$ cat config.mk
export PLATFORM = sky130hd
export DESIGN_NAME = eeprom_ctrl_top
export DESIGN_NICKNAME = d
export VERILOG_FILES = /design/src/hw/eeprom_pkg.sv /design/src/hw/i2c_bit_ctrl.sv /design/src/hw/eeprom_seq.sv /design/src/hw/eeprom_regs.sv /design/src/hw/eeprom_ctrl_top.sv
export SDC_FILE = /design/constraint.sdc
export NUM_CORES = 1
export LEC_CHECK = 0
export BUFFER_PORTS_ARGS = -buffer_cell sky130_fd_sc_hd__buf_2
export CAP_MARGIN = 20
export CORE_MARGIN = 10
export CORE_UTILIZATION = 60
export DETAILED_ROUTE_END_ITERATION = 12
export GPL_TIMING_DRIVEN = 0
export PLACE_DENSITY = 0.85
export SLEW_MARGIN = 0
export SYNTH_ARGS = -nofsm -noshare
export SYNTH_HDL_FRONTEND = slang
export SYNTH_HIERARCHICAL = 1
export SYNTH_SLANG_ARGS = --single-unit
$ cat constraint.sdc
create_clock -name CLK -period 5.8 [get_ports CLK]
set_input_delay 0.29 -clock CLK [delete_from_list [all_inputs] [get_ports CLK]]
set_output_delay 0.29 -clock CLK [all_outputs]
set_load 0.005 [all_outputs]
$ cat src/hw/eeprom_pkg.sv
`default_nettype none

package eeprom_pkg;

    typedef logic [10:0] ee_addr_t;   // byte address of a 24C16 (2 KB)
    typedef logic [7:0]  ee_data_t;
    typedef logic [4:0]  apb_addr_t;
    typedef logic [31:0] apb_data_t;

    // top nibble of the control byte
    localparam logic [3:0] DEV_TYPE = 4'b1010;

    // CLK cycles per quarter of an SCL period
    localparam int SCL_PHASE_CYCLES = 2;

    localparam apb_addr_t REG_CTRL   = 5'h00;
    localparam apb_addr_t REG_ADDR   = 5'h04;
    localparam apb_addr_t REG_WDATA  = 5'h08;
    localparam apb_addr_t REG_STATUS = 5'h0C;
    localparam apb_addr_t REG_RDATA  = 5'h10;

    typedef enum logic [1:0] {
        CMD_START,
        CMD_STOP,
        CMD_WRITE,
        CMD_READ
    } bit_cmd_t;

    typedef enum logic [3:0] {
        IDLE, START, CTRL_W, ADDR, DATA_W, RESTART, CTRL_R, DATA_R, STOP
    } seq_state_t;

endpackage

`default_nettype wire

$ cat src/hw/i2c_bit_ctrl.sv
`timescale 1ns/1ps
`default_nettype none

module i2c_bit_ctrl (
    input  wire logic                 CLK,
    input  wire logic                 RESET,
    input  wire eeprom_pkg::bit_cmd_t cmd,
    input  wire logic                 cmd_valid,
    input  wire logic                 tx_bit,
    output logic                      cmd_done,
    output logic                      rx_bit,
    output logic                      scl,
    output logic                      sda_drive_low,
    input  wire logic                 sda_in
);
    import eeprom_pkg::*;

    logic                                  active;
    bit_cmd_t                              cmd_q;
    logic                                  tx_q;
    logic [$clog2(SCL_PHASE_CYCLES+1)-1:0] div_cnt;
    logic [1:0]                            phase;      // quarter of the SCL period
    logic                                  phase_end;
    logic                                  scl_c;
    logic                                  sda_low_c;
    logic                                  scl_rest;   // levels held between commands
    logic                                  sda_low_rest;

    assign phase_end = (div_cnt == SCL_PHASE_CYCLES - 1);
    assign cmd_done = active && (phase == 2'd3) && phase_end;

    // scl high in the middle two quarters
    always_comb begin
        scl_c = (phase == 2'd1) || (phase == 2'd2);
        case (cmd_q)
            CMD_START: sda_low_c = phase[1];   // sda falls with scl high
            CMD_STOP: begin
                scl_c     = (phase != 2'd0);
                sda_low_c = !phase[1];          // sda rises with scl high
            end
            CMD_WRITE: sda_low_c = !tx_q;
            default:   sda_low_c = 1'b0;        // read, bus released
        endcase
    end

    assign scl = active ? scl_c : scl_rest;
    assign sda_drive_low = active ? sda_low_c : sda_low_rest;

    always_ff @(posedge CLK) begin
        if (RESET) begin
            active       <= 1'b0;
            div_cnt      <= '0;
            phase        <= 2'd0;
            scl_rest     <= 1'b1;
            sda_low_rest <= 1'b0;
        end else if (!active) begin
            if (cmd_valid) begin
                active  <= 1'b1;
                div_cnt <= '0;
                phase   <= 2'd0;
            end
        end else if (phase_end) begin
            div_cnt <= '0;
            phase   <= phase + 2'd1;
            if (phase == 2'd3) begin
                active       <= 1'b0;
                scl_rest     <= scl_c;
                sda_low_rest <= sda_low_c;
            end
        end else begin
            div_cnt <= div_cnt + 1'b1;
        end
    end

    always_ff @(posedge CLK) begin
        if (!active && cmd_valid) begin
            cmd_q <= cmd;
            tx_q  <= tx_bit;
        end
        if (active && (phase == 2'd1) && phase_end)
            rx_bit <= sda_in;   // middle of scl high
    end

endmodule

`default_nettype wire

$ cat src/hw/eeprom_seq.sv
`timescale 1ns/1ps
`default_nettype none

module eeprom_seq (
    input  wire logic                 CLK,
    input  wire logic                 RESET,
    input  wire logic                 start_wr,
    input  wire logic                 start_rd,
    input  wire eeprom_pkg::ee_addr_t ee_addr,
    input  wire eeprom_pkg::ee_data_t wr_data,
    output logic                      busy,
    output logic                      done,
    output logic                      nack,
    output eeprom_pkg::ee_data_t      rd_data,
    output eeprom_pkg::bit_cmd_t      cmd,
    output logic                      cmd_valid,
    output logic                      tx_bit,
    input  wire logic                 cmd_done,
    input  wire logic                 rx_bit
);
    import eeprom_pkg::*;

    seq_state_t state;
    ee_data_t   sh;          // byte being sent or received
    logic [3:0] bit_cnt;     // 0..7 data bits, 8 is the ack slot
    logic       rd_op;
    ee_addr_t   addr_q;
    ee_data_t   data_q;
    bit_cmd_t   cmd_c;
    logic       tx_c;
    logic       ack_phase;

    assign ack_phase = (bit_cnt == 4'd8);

    always_comb begin
        tx_c = sh[7];   // MSB first
        case (state)
            START, RESTART: cmd_c = CMD_START;
            CTRL_W, ADDR, DATA_W, CTRL_R: cmd_c = ack_phase ? CMD_READ : CMD_WRITE;
            DATA_R: begin
                cmd_c = ack_phase ? CMD_WRITE : CMD_READ;
                tx_c  = 1'b1;   // master NACK ends the read
            end
            default: cmd_c = CMD_STOP;
        endcase
    end

    always_ff @(posedge CLK) begin
        if (RESET) begin
            state     <= IDLE;
            bit_cnt   <= '0;
            rd_op     <= 1'b0;
            busy      <= 1'b0;
            done      <= 1'b0;
            nack      <= 1'b0;
            cmd_valid <= 1'b0;
            cmd       <= CMD_STOP;
            tx_bit    <= 1'b1;
        end else begin
            done <= 1'b0;
            if (state == IDLE) begin
                if (start_wr || start_rd) begin
                    state  <= START;
                    busy   <= 1'b1;
                    nack   <= 1'b0;
                    rd_op  <= start_rd;
                    addr_q <= ee_addr;
                    data_q <= wr_data;
                end
            end else if (!cmd_valid) begin
                cmd_valid <= 1'b1;   // next command, one cycle after cmd_done
                cmd       <= cmd_c;
                tx_bit    <= tx_c;
            end else if (cmd_done) begin
                cmd_valid <= 1'b0;
                bit_cnt   <= bit_cnt + 4'd1;
                if (!ack_phase)
                    sh <= {sh[6:0], rx_bit};
                case (state)
                    START: begin
                        state   <= CTRL_W;
                        sh      <= {DEV_TYPE, addr_q[10:8], 1'b0};
                        bit_cnt <= '0;
                    end
                    RESTART: begin
                        state   <= CTRL_R;
                        sh      <= {DEV_TYPE, addr_q[10:8], 1'b1};
                        bit_cnt <= '0;
                    end
                    CTRL_W, ADDR, DATA_W, CTRL_R: begin
                        if (ack_phase) begin
                            bit_cnt <= '0;
                            if (rx_bit) begin
                                nack  <= 1'b1;   // no ack from the slave
                                state <= STOP;
                            end else if (state == CTRL_W) begin
                                state <= ADDR;
                                sh    <= addr_q[7:0];
                            end else if (state == ADDR) begin
                                state <= rd_op ? RESTART : DATA_W;
                                sh    <= data_q;
                            end else if (state == CTRL_R) begin
                                state <= DATA_R;
                            end else begin
                                state <= STOP;
                            end
                        end
                    end
                    DATA_R: begin
                        if (ack_phase) begin
                            bit_cnt <= '0;
                            rd_data <= sh;
                            state   <= STOP;
                        end
                    end
                    default: begin
                        state <= IDLE;   // stop sent
                        busy  <= 1'b0;
                        done  <= 1'b1;
                    end
                endcase
            end
        end
    end

endmodule

`default_nettype wire

$ cat src/hw/eeprom_regs.sv
`timescale 1ns/1ps
`default_nettype none

module eeprom_regs (
    input  wire logic                  CLK,
    input  wire logic                  RESET,
    input  wire logic                  psel,
    input  wire logic                  penable,
    input  wire logic                  pwrite,
    input  wire eeprom_pkg::apb_addr_t paddr,
    input  wire eeprom_pkg::apb_data_t pwdata,
    output eeprom_pkg::apb_data_t      prdata,
    output logic                       irq,
    output logic                       start_wr,
    output logic                       start_rd,
    output eeprom_pkg::ee_addr_t       ee_addr,
    output eeprom_pkg::ee_data_t       wr_data,
    input  wire logic                  busy,
    input  wire logic                  done,
    input  wire logic                  nack,
    input  wire eeprom_pkg::ee_data_t  rd_data
);
    import eeprom_pkg::*;

    logic     wr_en;
    logic     start_ok;
    logic     done_q;
    logic     nack_q;
    ee_data_t rdata_q;

    assign wr_en = psel && penable && pwrite;
    assign start_ok = wr_en && (paddr == REG_CTRL) && !busy;
    assign irq = done_q;

    always_ff @(posedge CLK) begin
        if (RESET) begin
            start_wr <= 1'b0;
            start_rd <= 1'b0;
            done_q   <= 1'b0;
            nack_q   <= 1'b0;
        end else begin
            start_wr <= start_ok && pwdata[0];
            start_rd <= start_ok && pwdata[1] && !pwdata[0];   // write wins
            if (wr_en && (paddr == REG_STATUS)) begin
                if (pwdata[1])
                    done_q <= 1'b0;
                if (pwdata[2])
                    nack_q <= 1'b0;
            end
            // a new completion beats a clear in the same cycle
            if (done) begin
                done_q <= 1'b1;
                if (nack)
                    nack_q <= 1'b1;
            end
        end
    end

    always_ff @(posedge CLK) begin
        if (wr_en && (paddr == REG_ADDR))
            ee_addr <= pwdata[10:0];
        if (wr_en && (paddr == REG_WDATA))
            wr_data <= pwdata[7:0];
        if (done)
            rdata_q <= rd_data;
    end

    always_comb begin
        case (paddr)
            REG_ADDR:   prdata = {21'b0, ee_addr};
            REG_WDATA:  prdata = {24'b0, wr_data};
            REG_STATUS: prdata = {29'b0, nack_q, done_q, busy};
            REG_RDATA:  prdata = {24'b0, rdata_q};
            default:    prdata = '0;   // ctrl reads back zero
        endcase
    end

endmodule

`default_nettype wire

$ cat src/hw/eeprom_ctrl_top.sv
`timescale 1ns/1ps
`default_nettype none

module eeprom_ctrl_top (
    input  wire logic                  CLK,
    input  wire logic                  RESET,
    input  wire logic                  psel,
    input  wire logic                  penable,
    input  wire logic                  pwrite,
    input  wire eeprom_pkg::apb_addr_t paddr,
    input  wire eeprom_pkg::apb_data_t pwdata,
    output wire eeprom_pkg::apb_data_t prdata,
    output wire logic                  irq,
    output wire logic                  scl,
    output wire logic                  sda_drive_low,
    input  wire logic                  sda_in
);
    import eeprom_pkg::*;

    wire logic     start_wr;
    wire logic     start_rd;
    wire ee_addr_t ee_addr;
    wire ee_data_t wr_data;
    wire logic     busy;
    wire logic     done;
    wire logic     nack;
    wire ee_data_t rd_data;
    wire bit_cmd_t cmd;
    wire logic     cmd_valid;
    wire logic     tx_bit;
    wire logic     cmd_done;
    wire logic     rx_bit;

    eeprom_regs u_regs (.*);

    eeprom_seq u_seq (.*);

    i2c_bit_ctrl u_bit (.*);

endmodule

`default_nettype wire

==> results by stage <==
Routing:
- Summed over all layers, the routed wires come to 10.5 mm.
- The detail route stage leaves a number of antenna-violating nets equal to 0.
- The first detailed-routing pass took 8 iterations.
- For this block, the initial DRC count from the detailed router was 554.
- Dividing the detail-routed via count by the number of cells gives 6.02.
- The routed layout has 3319 vias.
- The average wire length per cell after detail routing is 19.0 um.
- For this run, design rule violations remaining after detail routing come to 0.

Setup path:
- The worst register-to-register path begins at u_seq/bit_cnt[0].
- In this run the critical register-to-register path is captured at u_seq/rd_data[6].
- The worst setup path is of the reg2reg kind.
- The flop-to-flop setup slack is 3.12 ns.
- The startpoint type of the worst setup path is a flip-flop.
- In this run the worst setup path begins at u_seq/bit_cnt[0].
- The critical path data required time is 5.87 ns.
- The largest fanout on the critical path is 10.
- The worst setup path is captured at a flip-flop.
- The arrival time of the worst setup path is 2.75 ns.
- The depth of the worst register-to-register path is 8.

Clock network:
- The post-CTS setup-driven buffer insertion count is 0.
- The later pin in the worst-skew pair is clocked with a latency of 0.36 ns.
- The clock-pin slew of the registers on the worst-case setup and hold paths is 0.10 ns.
- The TritonCTS buffer count is 9.
- TritonCTS built the clock tree.
- For this design, the CTS-stage hold fixing added 0 buffers.
- The CTS sink count is 93.
- The clock passes through at most 2 buffers.
- The number of gates resized after CTS was 0.
- The cell sitting at the root of the clock tree is a sky130_fd_sc_hd__clkbuf_8.
- The H-tree was split into 3 levels.

Layout:
- The final cell count without fillers is 551.
- The sequential cells in the finished layout cover a total of 2520 um2.
- Once layout is complete, the utilization of the core stands at 69.9%.
- The number of antenna diodes in the final layout is 0.
- After the last flow step, the layout net total stands at 495.
- Relative to the synthesized area, the layout overhead comes to 14.1%.
- The post-route netlist has 23.2% of its cells at a drive strength greater than 1.
- The layout has 519 filler cells.
- The area occupied by multi-input gates is 1630 um2.

Worst hold path:
- In this run the most critical hold path is launched from pwdata[10].
- Along the worst hold path, the cell count comes to 1.
- For hold timing, the worst endpoint is u_regs/ee_addr[10].
- The type of the most critical hold path is in2reg.

Floorplan:
- The starting utilization of the core area is 61.3%.
- The die covers 11200 um2.
- The total number of placement rows is 31.
- The area of the core is 7180 um2.
- The count of pins on the block boundary is 78.
- The horizontal extent of the die is 106 um.
- In this run the vertical extent of the chip is 106 um.

Timing:
- The final worst clock skew is 0.0122 ns.
- Setup slack closes at 3.12 ns.
- The final period utilization is 46.3%.
- Based on the critical path, the design can be clocked at up to 0.373 GHz.
- The number of max-slew violations in the final report is 0.
- Setup repair after global routing left no endpoint under its margin.
- The routed design could run at a clock period as short as 2.68 ns.
- The count of final setup violators is 0.
- After routing, the total negative slack on setup checks comes to 0 ns.
- For the pin with the worst max-slew slack, the measured transition is 1.01 ns.
- The hold violation count in the final report came to 0.
- Measured against its own limit, the worst slew margin works out to 32.7%.

Synthesis:
- Synthesis handed over a netlist of 379 instances.
- Summing the areas of all compound-gate instances in the mapped netlist gives 15.1% of the synthesized area.
- The number of enable-type register cells in the synthesized netlist is 66.
- Ranked by total cell area, the synthesized netlist is headed by sky130_fd_sc_hd__edfxtp_1, sky130_fd_sc_hd__dfxtp_1, sky130_fd_sc_hd__buf_4.
- The mapped cell area is 4400 um2.
- Ranked by instance count, the synthesized netlist is headed by sky130_fd_sc_hd__edfxtp_1, sky130_fd_sc_hd__nor2_1, sky130_fd_sc_hd__dfxtp_1.
- The cell with the most instances after synthesis is sky130_fd_sc_hd__edfxtp_1.
- The post-synthesis cell type count is 66.
- Summing the areas of all xor and xnor instances in the mapped netlist gives 0.995% of the synthesized area.
- Of the post-synthesis cell area, the dominant cell type holds 45.1%.
- The largest family of logic cells by synthesized area is simple AND/OR/NAND/NOR gates.
- The average instance area after synthesis is 11.6 um2.
- The portion of synthesized area spent on multiplexers is 2.36%.
- The cell type with the highest aggregate area in the netlist is sky130_fd_sc_hd__edfxtp_1.
- The adder-cell area share of the yosys netlist is 1.42%.
- The share of the Yosys chip area taken by registers is 57.3%.
- The share of flip-flops with an asynchronous set or reset after synthesis is 0%.
- The most used flip-flop cell after synthesis is sky130_fd_sc_hd__edfxtp_1.
- The total of flip-flops plus latches after synthesis is 93.
- The number of warnings issued by yosys is 6.
- The post-synthesis share of cell area spent on and, or, nand and nor gates is 15.5%.

Pwr:
- Internal power comes to 0.974 mW.
- Sequential cells burn 57.3% of the power.
- The clock share of power is 39.4%.
- Net switching is 20.9% of the power.
- The combinational share of power is 3.3%.
- The maximum ir drop on the vdd rail is 0.270 mV.
- The overall power of the completed layout is 1.23 mW.
- The total power divided by cell area is 245 nW/um2.
- The leakage power figure is 1.91 nW.
- In this run the power spent charging and discharging nets is 0.257 mW.

Run:
- The tool flagged a number of max-cap violations equal to 0.

Placement:
- The count of buffers added on input and output ports is 35.
- The count of placed standard cells including taps is 535.
- The estimated wirelength of the detail-placed design is 7.64 mm.
- The congestion estimate from routability-driven global placement came to 0.884.
- At the placement stage, the worst setup path has a slack of 3.21 ns.

Global routing:
- The global-route total usage across every layer is 18.6%.
- For this run the aggregate overflow at the end of global routing stands at 0.
- The first global-routing pass estimated 16.8 mm of wire.
- The via count of the first global-routing pass is 3239.
- Entering global routing, the biggest net connects 18 pins.
- The initial antenna violation count is 0.

Status:
- The run finished with clean final reports.
## how the worst max path moves through the flow
stage	slack [ns]	endpoint	depth (start not counted)
2_1_floorplan	3.43	u_seq/addr_q[0]	5
3_5_place_dp	3.21	u_seq/rd_data[3]	8
3_3_place_gp	2.82	u_seq/rd_data[3]	7
6_report	3.12	u_seq/rd_data[6]	8
4_1_cts	3.16	u_seq/rd_data[6]	8
5_1_grt	2.89	u_seq/rd_data[1]	8
## cells by family (layout without fill, tap and decap cells)
group,after synthesis,count (layout)
and+or+nand+nor,119,119
muxes,10,10
other,1,21
adders and majority gates,5,5
DFF,93,93
buffers and inverters,54,107
xor gates and xnor gates,5,5
AOI/OAI and AO/OA,92,92
## metal layers
layer	up-vias	track usage (%)	share of wire, %
met3	18	4.99	9.4
met4	0	5.61	1.5
met2	181	30.7	50
met1	1603	23.5	40
met5	-	0	0
li1	1517	-	-
## power by group through the flow
stage / sequential [mW] / combinational, mW / clock [mW]
CTS: 0.705 / 0.0391 / 0.488
detailed placement: 0.720 / 0.0390 / 0
global route: 0.705 / 0.0452 / 0.522
finish: 0.705 / 0.0408 / 0.485
global placement: 0.720 / 0.0372 / 0
floorplan: 0.720 / 0.0232 / 0
## cell type report
class	count	share of cell area, %
timing repair buffer	37	3.79
buffer	41	5.39
clock buffer	9	2.47
inverter	13	0.973
clock inverter	7	2.09
sequential	93	50.3
tap	99	2.47
multi-input combinational	252	32.5
## flip-flops by register name, summed over array words and instances (netlist names), 2 cells and up
register / count
u_seq/sh: 8
u_seq/rd_data: 8
u_regs/wr_data: 8
u_bit/phase: 2
u_seq/data_q: 8
u_seq/state: 4
u_regs/rdata_q: 8
u_seq/addr_q: 11
u_bit/div_cnt: 2
u_regs/ee_addr: 11
u_seq/cmd: 2
u_bit/cmd_q: 2
u_seq/bit_cnt: 4
## worst max-delay path, stage by stage (launching register included)
cell and delay [ns]:
sky130_fd_sc_hd__dfxtp_1 0.36, sky130_fd_sc_hd__inv_1 0.07, sky130_fd_sc_hd__ha_1 0.18, sky130_fd_sc_hd__and3b_1 0.17, sky130_fd_sc_hd__clkbuf_1 0.27, sky130_fd_sc_hd__clkbuf_1 0.43
sky130_fd_sc_hd__nand3_1 0.19, sky130_fd_sc_hd__nor3_1 0.46, sky130_fd_sc_hd__buf_4 0.27
## stage by stage
| step | area [um2] | hold WS, ns |
|---|---|---|
| after floorplan | 4470 | 0.355 |
| after global placement | 4770 | 0.403 |
| after detailed placement | 4790 | 0.409 |
| after CTS | 5020 | 0.0972 |
| after global routing | 5020 | 0.0841 |
| final | 5020 | 0.103 |
## cell usage in the layout (no fill, tap or decap), types with 3 or more instances in the layout
cell type and n:
sky130_fd_sc_hd__edfxtp_1 66, sky130_fd_sc_hd__buf_2 44, sky130_fd_sc_hd__nor2_1 28, sky130_fd_sc_hd__dfxtp_1 27, sky130_fd_sc_hd__buf_4 24, sky130_fd_sc_hd__conb_1 21
sky130_fd_sc_hd__a21oi_1 20, sky130_fd_sc_hd__o21ai_0 18, sky130_fd_sc_hd__nand2_1 18, sky130_fd_sc_hd__inv_1 13, sky130_fd_sc_hd__nor3_1 11, sky130_fd_sc_hd__clkbuf_8 9
sky130_fd_sc_hd__nand2b_1 9, sky130_fd_sc_hd__and2_1 8, sky130_fd_sc_hd__a221o_1 8, sky130_fd_sc_hd__mux2i_1 7, sky130_fd_sc_hd__nand3_1 7, sky130_fd_sc_hd__and3_1 7
sky130_fd_sc_hd__clkbuf_1 7, sky130_fd_sc_hd__nor2b_1 6, sky130_fd_sc_hd__ha_1 5, sky130_fd_sc_hd__o211ai_1 5, sky130_fd_sc_hd__and3b_1 4, sky130_fd_sc_hd__nor3b_1 4
sky130_fd_sc_hd__a211o_1 4, sky130_fd_sc_hd__xnor2_1 4, sky130_fd_sc_hd__buf_6 3, sky130_fd_sc_hd__a31oi_1 3, sky130_fd_sc_hd__mux2_2 3, sky130_fd_sc_hd__a31o_2 3
sky130_fd_sc_hd__a22oi_1 3, sky130_fd_sc_hd__nand4_1 3
Note: power is estimated with default switching activity, not from simulation.
